## config.mk

```make
export PLATFORM = sky130hd
export DESIGN_NAME = prefetch_buffer
export DESIGN_NICKNAME = d
export VERILOG_FILES = /design/src/rtl/prefetch_pkg.sv /design/src/rtl/prefetch_buffer.sv /design/src/rtl/instr_aligner.sv /design/src/rtl/fetch_queue.sv /design/src/rtl/fetch_ctrl.sv
export SDC_FILE = /design/constraint.sdc
export NUM_CORES = 1
export LEC_CHECK = 0
export BUFFER_PORTS_ARGS = -buffer_cell sky130_fd_sc_hd__buf_2
export CAP_MARGIN = 20
export CORE_MARGIN = 4
export CORE_UTILIZATION = 58
export DETAILED_ROUTE_END_ITERATION = 10
export GPL_TIMING_DRIVEN = 0
export PLACE_DENSITY_LB_ADDON = 0.25
export SYNTH_ARGS = -nofsm -noshare
export SYNTH_HDL_FRONTEND = slang
export SYNTH_SLANG_ARGS = --single-unit
```

## constraint.sdc

```tcl
create_clock -name clk -period 4.67 [get_ports clk]
set_clock_uncertainty 0.05 [all_clocks]
set_input_delay 0.2335 -clock clk [delete_from_list [all_inputs] [get_ports clk]]
set_output_delay 0.2335 -clock clk [all_outputs]
set_load 0.01 [all_outputs]
```

## src/rtl/prefetch_pkg.sv

```systemverilog
// shared widths, queue depth, data types and fetch states; imported by every prefetch RTL module
`default_nettype none

package prefetch_pkg;

  //////////////////////////////////////////////////
  // widths
  //////////////////////////////////////////////////

  // byte address on both memory and core side
  localparam int ADDR_W = 32;
  // one memory word per response
  localparam int WORD_W = 32;
  // one instruction parcel, a compressed instruction is one parcel
  localparam int HALF_W = 16;

  // word entries in the fetch queue, needs at least 3
  // so an outstanding response always finds a free slot
  localparam int QUEUE_DEPTH = 4;

  // address step between consecutive memory words
  localparam int WORD_BYTES = 4;

  //////////////////////////////////////////////////
  // types
  //////////////////////////////////////////////////

  typedef logic [ADDR_W-1:0] addr_t;
  typedef logic [WORD_W-1:0] word_t;

  // memory-side fetch FSM
  typedef enum logic [1:0] {
    FETCH_IDLE,
    FETCH_WAIT_GNT,
    FETCH_WAIT_RVALID,
    // branch seen while a response was outstanding
    FETCH_WAIT_ABORTED
  } fetch_state_e;

endpackage

`default_nettype wire
```

## src/rtl/prefetch_buffer.sv

```systemverilog
// prefetch buffer top level: fetch controller, fetch queue and aligner chained between memory and core
`default_nettype none

module prefetch_buffer (
  input  wire logic                 clk,
  input  wire logic                 rst_n,

  // core side
  input  wire logic                 req_i,
  input  wire logic                 branch_i,
  input  wire prefetch_pkg::addr_t  addr_i,
  input  wire logic                 ready_i,
  output logic                      valid_o,
  output prefetch_pkg::word_t       rdata_o,
  output prefetch_pkg::addr_t       addr_o,

  // instruction memory port
  output logic                      instr_req_o,
  input  wire logic                 instr_gnt_i,
  output prefetch_pkg::addr_t       instr_addr_o,
  input  wire prefetch_pkg::word_t  instr_rdata_i,
  input  wire logic                 instr_rvalid_i,

  // a fetch is outstanding
  output logic                      busy_o
);

  import prefetch_pkg::*;

  // controller <-> queue
  logic  queue_space;
  logic  push;
  addr_t push_addr;
  logic  clear;

  // queue <-> aligner
  word_t head;
  logic  head_valid;
  logic  head_stored;
  word_t second;
  logic  second_valid;
  addr_t in_addr;
  logic  pop;

  //////////////////////////////////////////////////
  // stage one, memory side
  //////////////////////////////////////////////////

  fetch_ctrl u_fetch_ctrl (
    .clk            (clk),
    .rst_n          (rst_n),
    .req_i          (req_i),
    .branch_i       (branch_i),
    .addr_i         (addr_i),
    .queue_space_i  (queue_space),
    .instr_req_o    (instr_req_o),
    .instr_addr_o   (instr_addr_o),
    .instr_gnt_i    (instr_gnt_i),
    .instr_rvalid_i (instr_rvalid_i),
    .push_o         (push),
    .push_addr_o    (push_addr),
    .clear_o        (clear),
    .busy_o         (busy_o)
  );

  //////////////////////////////////////////////////
  // stage two, word queue
  //////////////////////////////////////////////////

  fetch_queue u_fetch_queue (
    .clk            (clk),
    .rst_n          (rst_n),
    .clear_i        (clear),
    .push_i         (push),
    .push_addr_i    (push_addr),
    .push_data_i    (instr_rdata_i),
    .pop_i          (pop),
    .space_o        (queue_space),
    .head_o         (head),
    .head_valid_o   (head_valid),
    .head_stored_o  (head_stored),
    .second_o       (second),
    .second_valid_o (second_valid),
    .in_addr_o      (in_addr)
  );

  //////////////////////////////////////////////////
  // stage three, core side
  //////////////////////////////////////////////////

  instr_aligner u_instr_aligner (
    .clk            (clk),
    .rst_n          (rst_n),
    .head_i         (head),
    .head_valid_i   (head_valid),
    .head_stored_i  (head_stored),
    .second_i       (second),
    .second_valid_i (second_valid),
    .in_addr_i      (in_addr),
    .ready_i        (ready_i),
    .valid_o        (valid_o),
    .rdata_o        (rdata_o),
    .addr_o         (addr_o),
    .pop_o          (pop)
  );

endmodule

`default_nettype wire

```

## src/rtl/instr_aligner.sv

```systemverilog
// instruction aligner: tracks the halfword pc and cuts aligned, unaligned and compressed instructions
`default_nettype none

module instr_aligner (
  input  wire logic                 clk,
  input  wire logic                 rst_n,

  // from the fetch queue
  input  wire prefetch_pkg::word_t  head_i,
  input  wire logic                 head_valid_i,
  input  wire logic                 head_stored_i,
  input  wire prefetch_pkg::word_t  second_i,
  input  wire logic                 second_valid_i,
  input  wire prefetch_pkg::addr_t  in_addr_i,

  // core side
  input  wire logic                 ready_i,
  output logic                      valid_o,
  output prefetch_pkg::word_t       rdata_o,
  output prefetch_pkg::addr_t       addr_o,

  // to the fetch queue
  output logic                      pop_o
);

  import prefetch_pkg::*;

  addr_t pc_q;
  addr_t pc_cur;
  addr_t pc_next;
  // first word address after the head
  addr_t word_next;
  logic  unaligned;
  logic  compressed;
  logic  taken;

  // a bypassed head carries its own address
  assign pc_cur    = head_stored_i ? pc_q : in_addr_i;
  assign unaligned = pc_cur[1];
  assign word_next = {pc_cur[ADDR_W-1:2], 2'b00} + addr_t'(WORD_BYTES);

  //////////////////////////////////////////////////
  // instruction select
  //////////////////////////////////////////////////

  always_comb begin
    if (unaligned) begin
      // upper parcel of the head, lower parcel of the next word
      rdata_o    = {second_i[HALF_W-1:0], head_i[WORD_W-1:HALF_W]};
      compressed = head_i[HALF_W+1:HALF_W] != 2'b11;
      // a 32-bit instruction straddles into the second word
      valid_o    = head_valid_i & (compressed | second_valid_i);
    end else begin
      rdata_o    = head_i;
      compressed = head_i[1:0] != 2'b11;
      valid_o    = head_valid_i;
    end
  end

  assign addr_o = pc_cur;
  assign taken  = valid_o & ready_i;

  //////////////////////////////////////////////////
  // pc advance and pop
  //////////////////////////////////////////////////

  always_comb begin
    pc_next = pc_cur;
    if (taken) begin
      if (!unaligned && compressed) begin
        // stay in the head word, move to its upper half
        pc_next = {pc_cur[ADDR_W-1:2], 2'b10};
      end else if (unaligned && !compressed) begin
        // upper half of the second word comes next
        pc_next = {word_next[ADDR_W-1:2], 2'b10};
      end else begin
        pc_next = word_next;
      end
    end
  end

  // head word is used up unless only its lower parcel went out
  assign pop_o = taken & (unaligned | ~compressed);

  // follows the bypass address too, so it is right once the word is stored
  always_ff @(posedge clk or negedge rst_n) begin
    if (!rst_n) begin
      pc_q <= '0;
    end else begin
      pc_q <= pc_next;
    end
  end

endmodule

`default_nettype wire

```

## src/rtl/fetch_queue.sv

```systemverilog
// fetch queue: stores returned words and bypasses the incoming word to the aligner
`default_nettype none

module fetch_queue (
  input  wire logic                 clk,
  input  wire logic                 rst_n,

  // from the fetch controller
  input  wire logic                 clear_i,
  input  wire logic                 push_i,
  input  wire prefetch_pkg::addr_t  push_addr_i,
  input  wire prefetch_pkg::word_t  push_data_i,

  // from the aligner, one strobe per consumed word
  input  wire logic                 pop_i,

  output logic                      space_o,
  output prefetch_pkg::word_t       head_o,
  output logic                      head_valid_o,
  output logic                      head_stored_o,
  output prefetch_pkg::word_t       second_o,
  output logic                      second_valid_o,
  output prefetch_pkg::addr_t       in_addr_o
);

  import prefetch_pkg::*;

  // entry 0 is the head
  word_t                  data_q [0:QUEUE_DEPTH-1];
  word_t                  data_d [0:QUEUE_DEPTH-1];
  logic [QUEUE_DEPTH-1:0] valid_q;
  logic [QUEUE_DEPTH-1:0] valid_d;

  //////////////////////////////////////////////////
  // output side with bypass
  //////////////////////////////////////////////////

  // incoming word takes the place of the first empty slot
  assign head_o        = valid_q[0] ? data_q[0] : push_data_i;
  assign head_valid_o  = valid_q[0] | push_i;
  assign head_stored_o = valid_q[0];

  assign second_o       = valid_q[1] ? data_q[1] : push_data_i;
  assign second_valid_o = valid_q[1] | (valid_q[0] & push_i);

  // address of the word arriving now
  assign in_addr_o = push_addr_i;

  // one response may still be in flight, keep the last slot for it
  assign space_o = ~valid_q[QUEUE_DEPTH-2];

  //////////////////////////////////////////////////
  // push then pop
  //////////////////////////////////////////////////

  always_comb begin
    logic placed;

    placed  = 1'b0;
    data_d  = data_q;
    valid_d = valid_q;

    // write the first free entry
    if (push_i) begin
      for (int i = 0; i < QUEUE_DEPTH; i++) begin
        if (!valid_q[i] && !placed) begin
          data_d[i]  = push_data_i;
          valid_d[i] = 1'b1;
          placed     = 1'b1;
        end
      end
    end

    // shift everything up by one entry
    if (pop_i) begin
      for (int i = 0; i < QUEUE_DEPTH - 1; i++) begin
        data_d[i]  = data_d[i+1];
        valid_d[i] = valid_d[i+1];
      end
      valid_d[QUEUE_DEPTH-1] = 1'b0;
    end
  end

  //////////////////////////////////////////////////
  // registers
  //////////////////////////////////////////////////

  always_ff @(posedge clk or negedge rst_n) begin
    if (!rst_n) begin
      valid_q <= '0;
    end else if (clear_i) begin
      // branch, start over from an empty queue
      valid_q <= '0;
    end else begin
      valid_q <= valid_d;
    end
  end

  // payload only, qualified by valid_q
  always_ff @(posedge clk) begin
    data_q <= data_d;
  end

endmodule

`default_nettype wire

```

## src/rtl/fetch_ctrl.sv

```systemverilog
// fetch controller: drives the req/gnt/rvalid memory port and walks word addresses for the queue
`default_nettype none

module fetch_ctrl (
  input  wire logic                 clk,
  input  wire logic                 rst_n,

  // core side control
  input  wire logic                 req_i,
  input  wire logic                 branch_i,
  input  wire prefetch_pkg::addr_t  addr_i,

  // from the fetch queue
  input  wire logic                 queue_space_i,

  // memory port
  output logic                      instr_req_o,
  output prefetch_pkg::addr_t       instr_addr_o,
  input  wire logic                 instr_gnt_i,
  input  wire logic                 instr_rvalid_i,

  // to the fetch queue
  output logic                      push_o,
  output prefetch_pkg::addr_t       push_addr_o,
  output logic                      clear_o,

  output logic                      busy_o
);

  import prefetch_pkg::*;

  fetch_state_e state_q;
  fetch_state_e state_d;

  // address of the last issued (or replaced) request
  addr_t addr_q;
  // sequential successor of addr_q
  addr_t fetch_addr;
  // load instr_addr_o into addr_q at the next edge
  logic  addr_load;
  // a new fetch is wanted and allowed this cycle
  logic  fetch_ok;

  //////////////////////////////////////////////////
  // next address and status
  //////////////////////////////////////////////////

  // drop the halfword offset so an unaligned branch target
  // still continues on the following word
  assign fetch_addr = {addr_q[ADDR_W-1:2], 2'b00} + addr_t'(WORD_BYTES);

  assign fetch_ok = req_i & (queue_space_i | branch_i);

  // a branch always flushes whatever the queue holds
  assign clear_o = branch_i;

  // the response always belongs to the address issued last
  assign push_addr_o = addr_q;

  assign busy_o = (state_q != FETCH_IDLE) | instr_req_o;

  //////////////////////////////////////////////////
  // fetch FSM
  //////////////////////////////////////////////////

  always_comb begin
    state_d      = state_q;
    instr_req_o  = 1'b0;
    instr_addr_o = branch_i ? addr_i : fetch_addr;
    addr_load    = 1'b0;
    push_o       = 1'b0;

    case (state_q)
      FETCH_IDLE: begin
        // nothing outstanding, request as soon as allowed
        if (fetch_ok) begin
          instr_req_o = 1'b1;
          addr_load   = 1'b1;
          state_d     = instr_gnt_i ? FETCH_WAIT_RVALID : FETCH_WAIT_GNT;
        end
      end

      FETCH_WAIT_GNT: begin
        // address holds until granted, a branch may still replace it
        instr_req_o  = 1'b1;
        instr_addr_o = branch_i ? addr_i : addr_q;
        addr_load    = branch_i;
        if (instr_gnt_i) begin
          state_d = FETCH_WAIT_RVALID;
        end
      end

      FETCH_WAIT_RVALID: begin
        if (instr_rvalid_i) begin
          // response in a branch cycle is stale, the clear drops the rest
          push_o = ~branch_i;
          if (fetch_ok) begin
            // back-to-back fetch in the rvalid cycle
            instr_req_o = 1'b1;
            addr_load   = 1'b1;
            state_d     = instr_gnt_i ? FETCH_WAIT_RVALID : FETCH_WAIT_GNT;
          end else begin
            state_d = FETCH_IDLE;
          end
        end else if (branch_i) begin
          // keep the target, the old response must still drain
          addr_load = 1'b1;
          state_d   = FETCH_WAIT_ABORTED;
        end
      end

      FETCH_WAIT_ABORTED: begin
        // later branches overwrite the stored target
        instr_addr_o = branch_i ? addr_i : addr_q;
        addr_load    = branch_i;
        if (instr_rvalid_i) begin
          // stale word is dropped, request the target right away
          instr_req_o = 1'b1;
          state_d     = instr_gnt_i ? FETCH_WAIT_RVALID : FETCH_WAIT_GNT;
        end
      end

      default: begin
        state_d = FETCH_IDLE;
      end
    endcase
  end

  //////////////////////////////////////////////////
  // registers
  //////////////////////////////////////////////////

  always_ff @(posedge clk or negedge rst_n) begin
    if (!rst_n) begin
      state_q <= FETCH_IDLE;
      addr_q  <= '0;
    end else begin
      state_q <= state_d;
      if (addr_load) begin
        addr_q <= instr_addr_o;
      end
    end
  end

endmodule

`default_nettype wire

```

==> flow_summary.yaml <==
placed_design:
  io_buffer_count: 169
  place_inst: 1578
  placed_area_um2: 12500
  gp_congestion: 0.924
  dpl.hpwl_um: 23700
min_path:
  hp-start: "instr_rdata_i[27]"
  hold_class: "in -> reg"
  whs_path_depth: 2
  holdPathEnd: "u_fetch_queue.data_q[27]$_DFF_P_"
synthesis:
  synthArstFlopShare_pct: 35.4
  synth_most_common_cell: "dfxtp_1"
  synth_cell_types: 72
  ys_ff_latch: 198
  synth.avg_cell_area_um2: 9.82
  synth-edff-count: 32
  synthCells: 1148
  yosysSeqAreaShare_pct: 41.1
  ys_top_cells_by_count: "dfxtp_1 (96), mux2_2 (95), nor2_1 (86)"
  ys.flop_type: "dfxtp_1"
  synthesis.area_um2: 11300
  yosysWarnings: 0
  synthTopCellsByArea: "dfxtp_1 (17%), dfrtp_1 (16%), mux2_2 (9.5%), edfxtp_1 (8.5%), mux2i_1 (6.4%)"
  synth_nets: 1227
  synth_top_area_share_pct: 17.1
  synth_top_area_cell: "dfxtp_1"
clock_network:
  cts_tree: "built"
  path_clk_slew_ns: 0.08
  htreeDepth: 4
  clock_latency_ns: 0.45
  numClockSinks: 198
  post-cts-setup-buffers: 0
  cts_max_path_buffers: 2
  cts_made_buffers: 17
  root_buffer: "clkbuf_16"
timing:
  rsz0062_at_grt: "no"
  drv_slew: 0
  worst_pin_slew_ns: 1.01
  fmax_ghz: 0.233
  final-hold-violation-count: 0
  setup_violations: 0
  relSlewSlack_pct: 32.3
  min_period_over_period_pct: 91.8
  tns_ns: 0
  period_needed_ns: 4.29
  fin_hold_ws_ns: 0.0375
power_and_ir_drop:
  ir_drop_uv: 431
  power_uw: 8700
  p_leak_uw: 0.00528
  p_per_area_nw_per_um2: 663
run:
  drv_cap: 0
floorplan:
  io-pin-count: 170
  rows: 50
  die_y_um: 147
  initial_core_util_pct: 59.7
  coreArea_um2: 18900
  dieArea_um2: 21700
  die_w_um: 147
run_status:
  status: "finished, final reports clean"
setup_path:
  cp_top_family: "buffers and inverters"
  reg2regPathDepth: 13
  worstReg2RegEnd: "u_fetch_queue.data_q[39]$_DFF_P_"
  slowest_stage: "mux2i_1"
  critical_path_buf_inv_count: 6
  r2r_slack_ns: 0.38
  cp-end-kind: "register"
  worst-setup-path-type: "reg -> reg"
  cp_max_fo: 10
  crit_path_start_kind: "register"
  worstReg2RegStart: "u_fetch_queue.valid_q[0]$_DFFE_PN0P_"
  cpMostUsedCell: "buf_2"
  worst-endpoint-required_ns: 5.00
  crit_path_max_incr_delay_ns: 0.63
  path_cells: "buf_6 > buf_2 > buf_2 > buf_2 > buf_2 > mux2_2 > a31oi_1 > ha_1 > nor2b_1 > nand3_1 > mux2i_1 > buf_2 > o221a_2"
  cp.arrival_ns: 4.62
final_layout:
  drive_above_1_share_pct: 32.9
  synthToLayoutAreaGrowth_pct: 16.4
  fillerInstances: 1519
  layout.cell_area.non_filler_um2: 13100
  stdcell_count: 1613
  final_nets: 1417
route:
  ant_nets: 0
  drc: 0
  wl_per_cell_um: 20.2
  wirelength_um: 32600
  first_pass_iters: 6
  drtIter0Drc: 922
  dr_total_vias: 9874
  avgViaCountPerCell: 6.12
grt:
  grt_overflow: 0
  grt_max_degree: 71
  first_global_vias: 9651
  grt_pass1_wl_um: 51400
  antenna_found_initial: 3
  gr-usage-all-layers_pct: 29.5
==> cell families (layout without fill, tap and decap cells) <==
family | Yosys count | after routing | share of synthesized area (%)
muxes | 167 | 167 | 15.9
adders and majority gates | 8 | 8 | 0.888
AOI/OAI and AO/OA | 238 | 238 | 16.3
buffers and inverters | 119 | 322 | 4.43
other | 0 | 2 | 0
DFF | 198 | 198 | 41.1
xor gates and xnor gates | 53 | 53 | 4.12
and+or+nand+nor | 365 | 365 | 17.3
==> cells in the final DEF, fill, tap and decap left out, types with 47 or more instances in the layout <==
master,Yosys,layout
buf_2,29,197
dfxtp_1,96,96
mux2_2,95,95
nor2_1,86,86
o21ai_0,80,80
mux2i_1,72,72
dfrtp_1,70,70
nand2_1,68,67
o221a_2,64,64
nand3_1,49,49
clkbuf_1,48,47
==> repair_timing <==
action | in CTS | in global routing
hold buffers | 1 | 0
resized for setup | 0 | 3
endpoints found under the hold margin | 70 | 0
setup endpoints to repair | 0 | 32
==> layout make-up <==
type | instances | area [um2] | share of cell area [%]
Tap cell | 260 | 325 | 2.48
Inverter | 30 | 113 | 0.859
Clock buffer | 17 | 425 | 3.24
Buffer | 89 | 388 | 2.96
Sequential cell | 198 | 4630 | 35.3
Timing Repair Buffer | 171 | 886 | 6.75
Antenna cell | 2 | 5.00 | 0.0382
Multi-Input combinational cell | 831 | 6140 | 46.8
Clock inverter | 15 | 200 | 1.53
==> stage by stage <==
step | worst slack, ns | util (%)
global route | 0.0720 | 69.4
floorplan | 1.01 | -
global placement | -0.326 | 65.9
detailed placement | 0.0711 | 66.0
finish | 0.382 | 69.4
CTS | 0.0625 | 69.4
==> state kept, by name (all words and copies together), names as in the netlist <==
| register | flops |
|---|---|
| u_fetch_ctrl.push_addr_o | 32 |
| u_instr_aligner.pc_q | 32 |
| u_fetch_ctrl.state_q | 2 |
| u_fetch_queue.valid_q | 4 |
| u_fetch_queue.data_q | 128 |
==> how the worst max path moves through the flow <==
stage	startpoint	endpoint	slack (ns)	depth (start not counted)
5_1_grt	u_fetch_queue.valid_q[0]$_DFFE_PN0P_	u_fetch_queue.data_q[41]$_DFF_P_	0.07	12
2_1_floorplan	u_fetch_queue.valid_q[0]$_DFFE_PN0P_	u_fetch_queue.data_q[100]$_DFFE_PP_	1.01	11
6_report	u_fetch_queue.valid_q[0]$_DFFE_PN0P_	u_fetch_queue.data_q[39]$_DFF_P_	0.38	13
3_3_place_gp	u_fetch_queue.valid_q[0]$_DFFE_PN0P_	u_fetch_queue.data_q[123]$_DFFE_PP_	-0.33	11
3_5_place_dp	u_fetch_queue.valid_q[0]$_DFFE_PN0P_	u_fetch_queue.data_q[122]$_DFFE_PP_	0.07	12
4_1_cts	u_fetch_queue.valid_q[0]$_DFFE_PN0P_	u_fetch_queue.data_q[98]$_DFFE_PP_	0.06	12
==> per-layer routing <==
layer | share of wire, % | GRT usage (%) | vias up
met5 | 0.061 | 0 | -
met4 | 3.8 | 12.6 | 4
met3 | 7.9 | 5.70 | 94
met2 | 48 | 49.8 | 524
met1 | 40 | 37.3 | 4655
li1 | - | - | 4597
==> report_power, final <==
part	total [uW]	leakage, uW	internal (uW)	switching [uW]
clock	1550	0.000305	782	766
combinational	4300	0.00303	1900	2410
sequential	2840	0.00194	2430	418
==> worst register-to-register path, cell delays in order (launching register included) <==
cell	delay [ns]
dfrtp_1	0.35
buf_6	0.13
buf_2	0.24
buf_2	0.24
buf_2	0.32
buf_2	0.39
mux2_2	0.28
a31oi_1	0.10
ha_1	0.23
nor2b_1	0.26
nand3_1	0.41
mux2i_1	0.63
buf_2	0.37
o221a_2	0.23
Note: power is estimated with default switching activity, not from simulation.
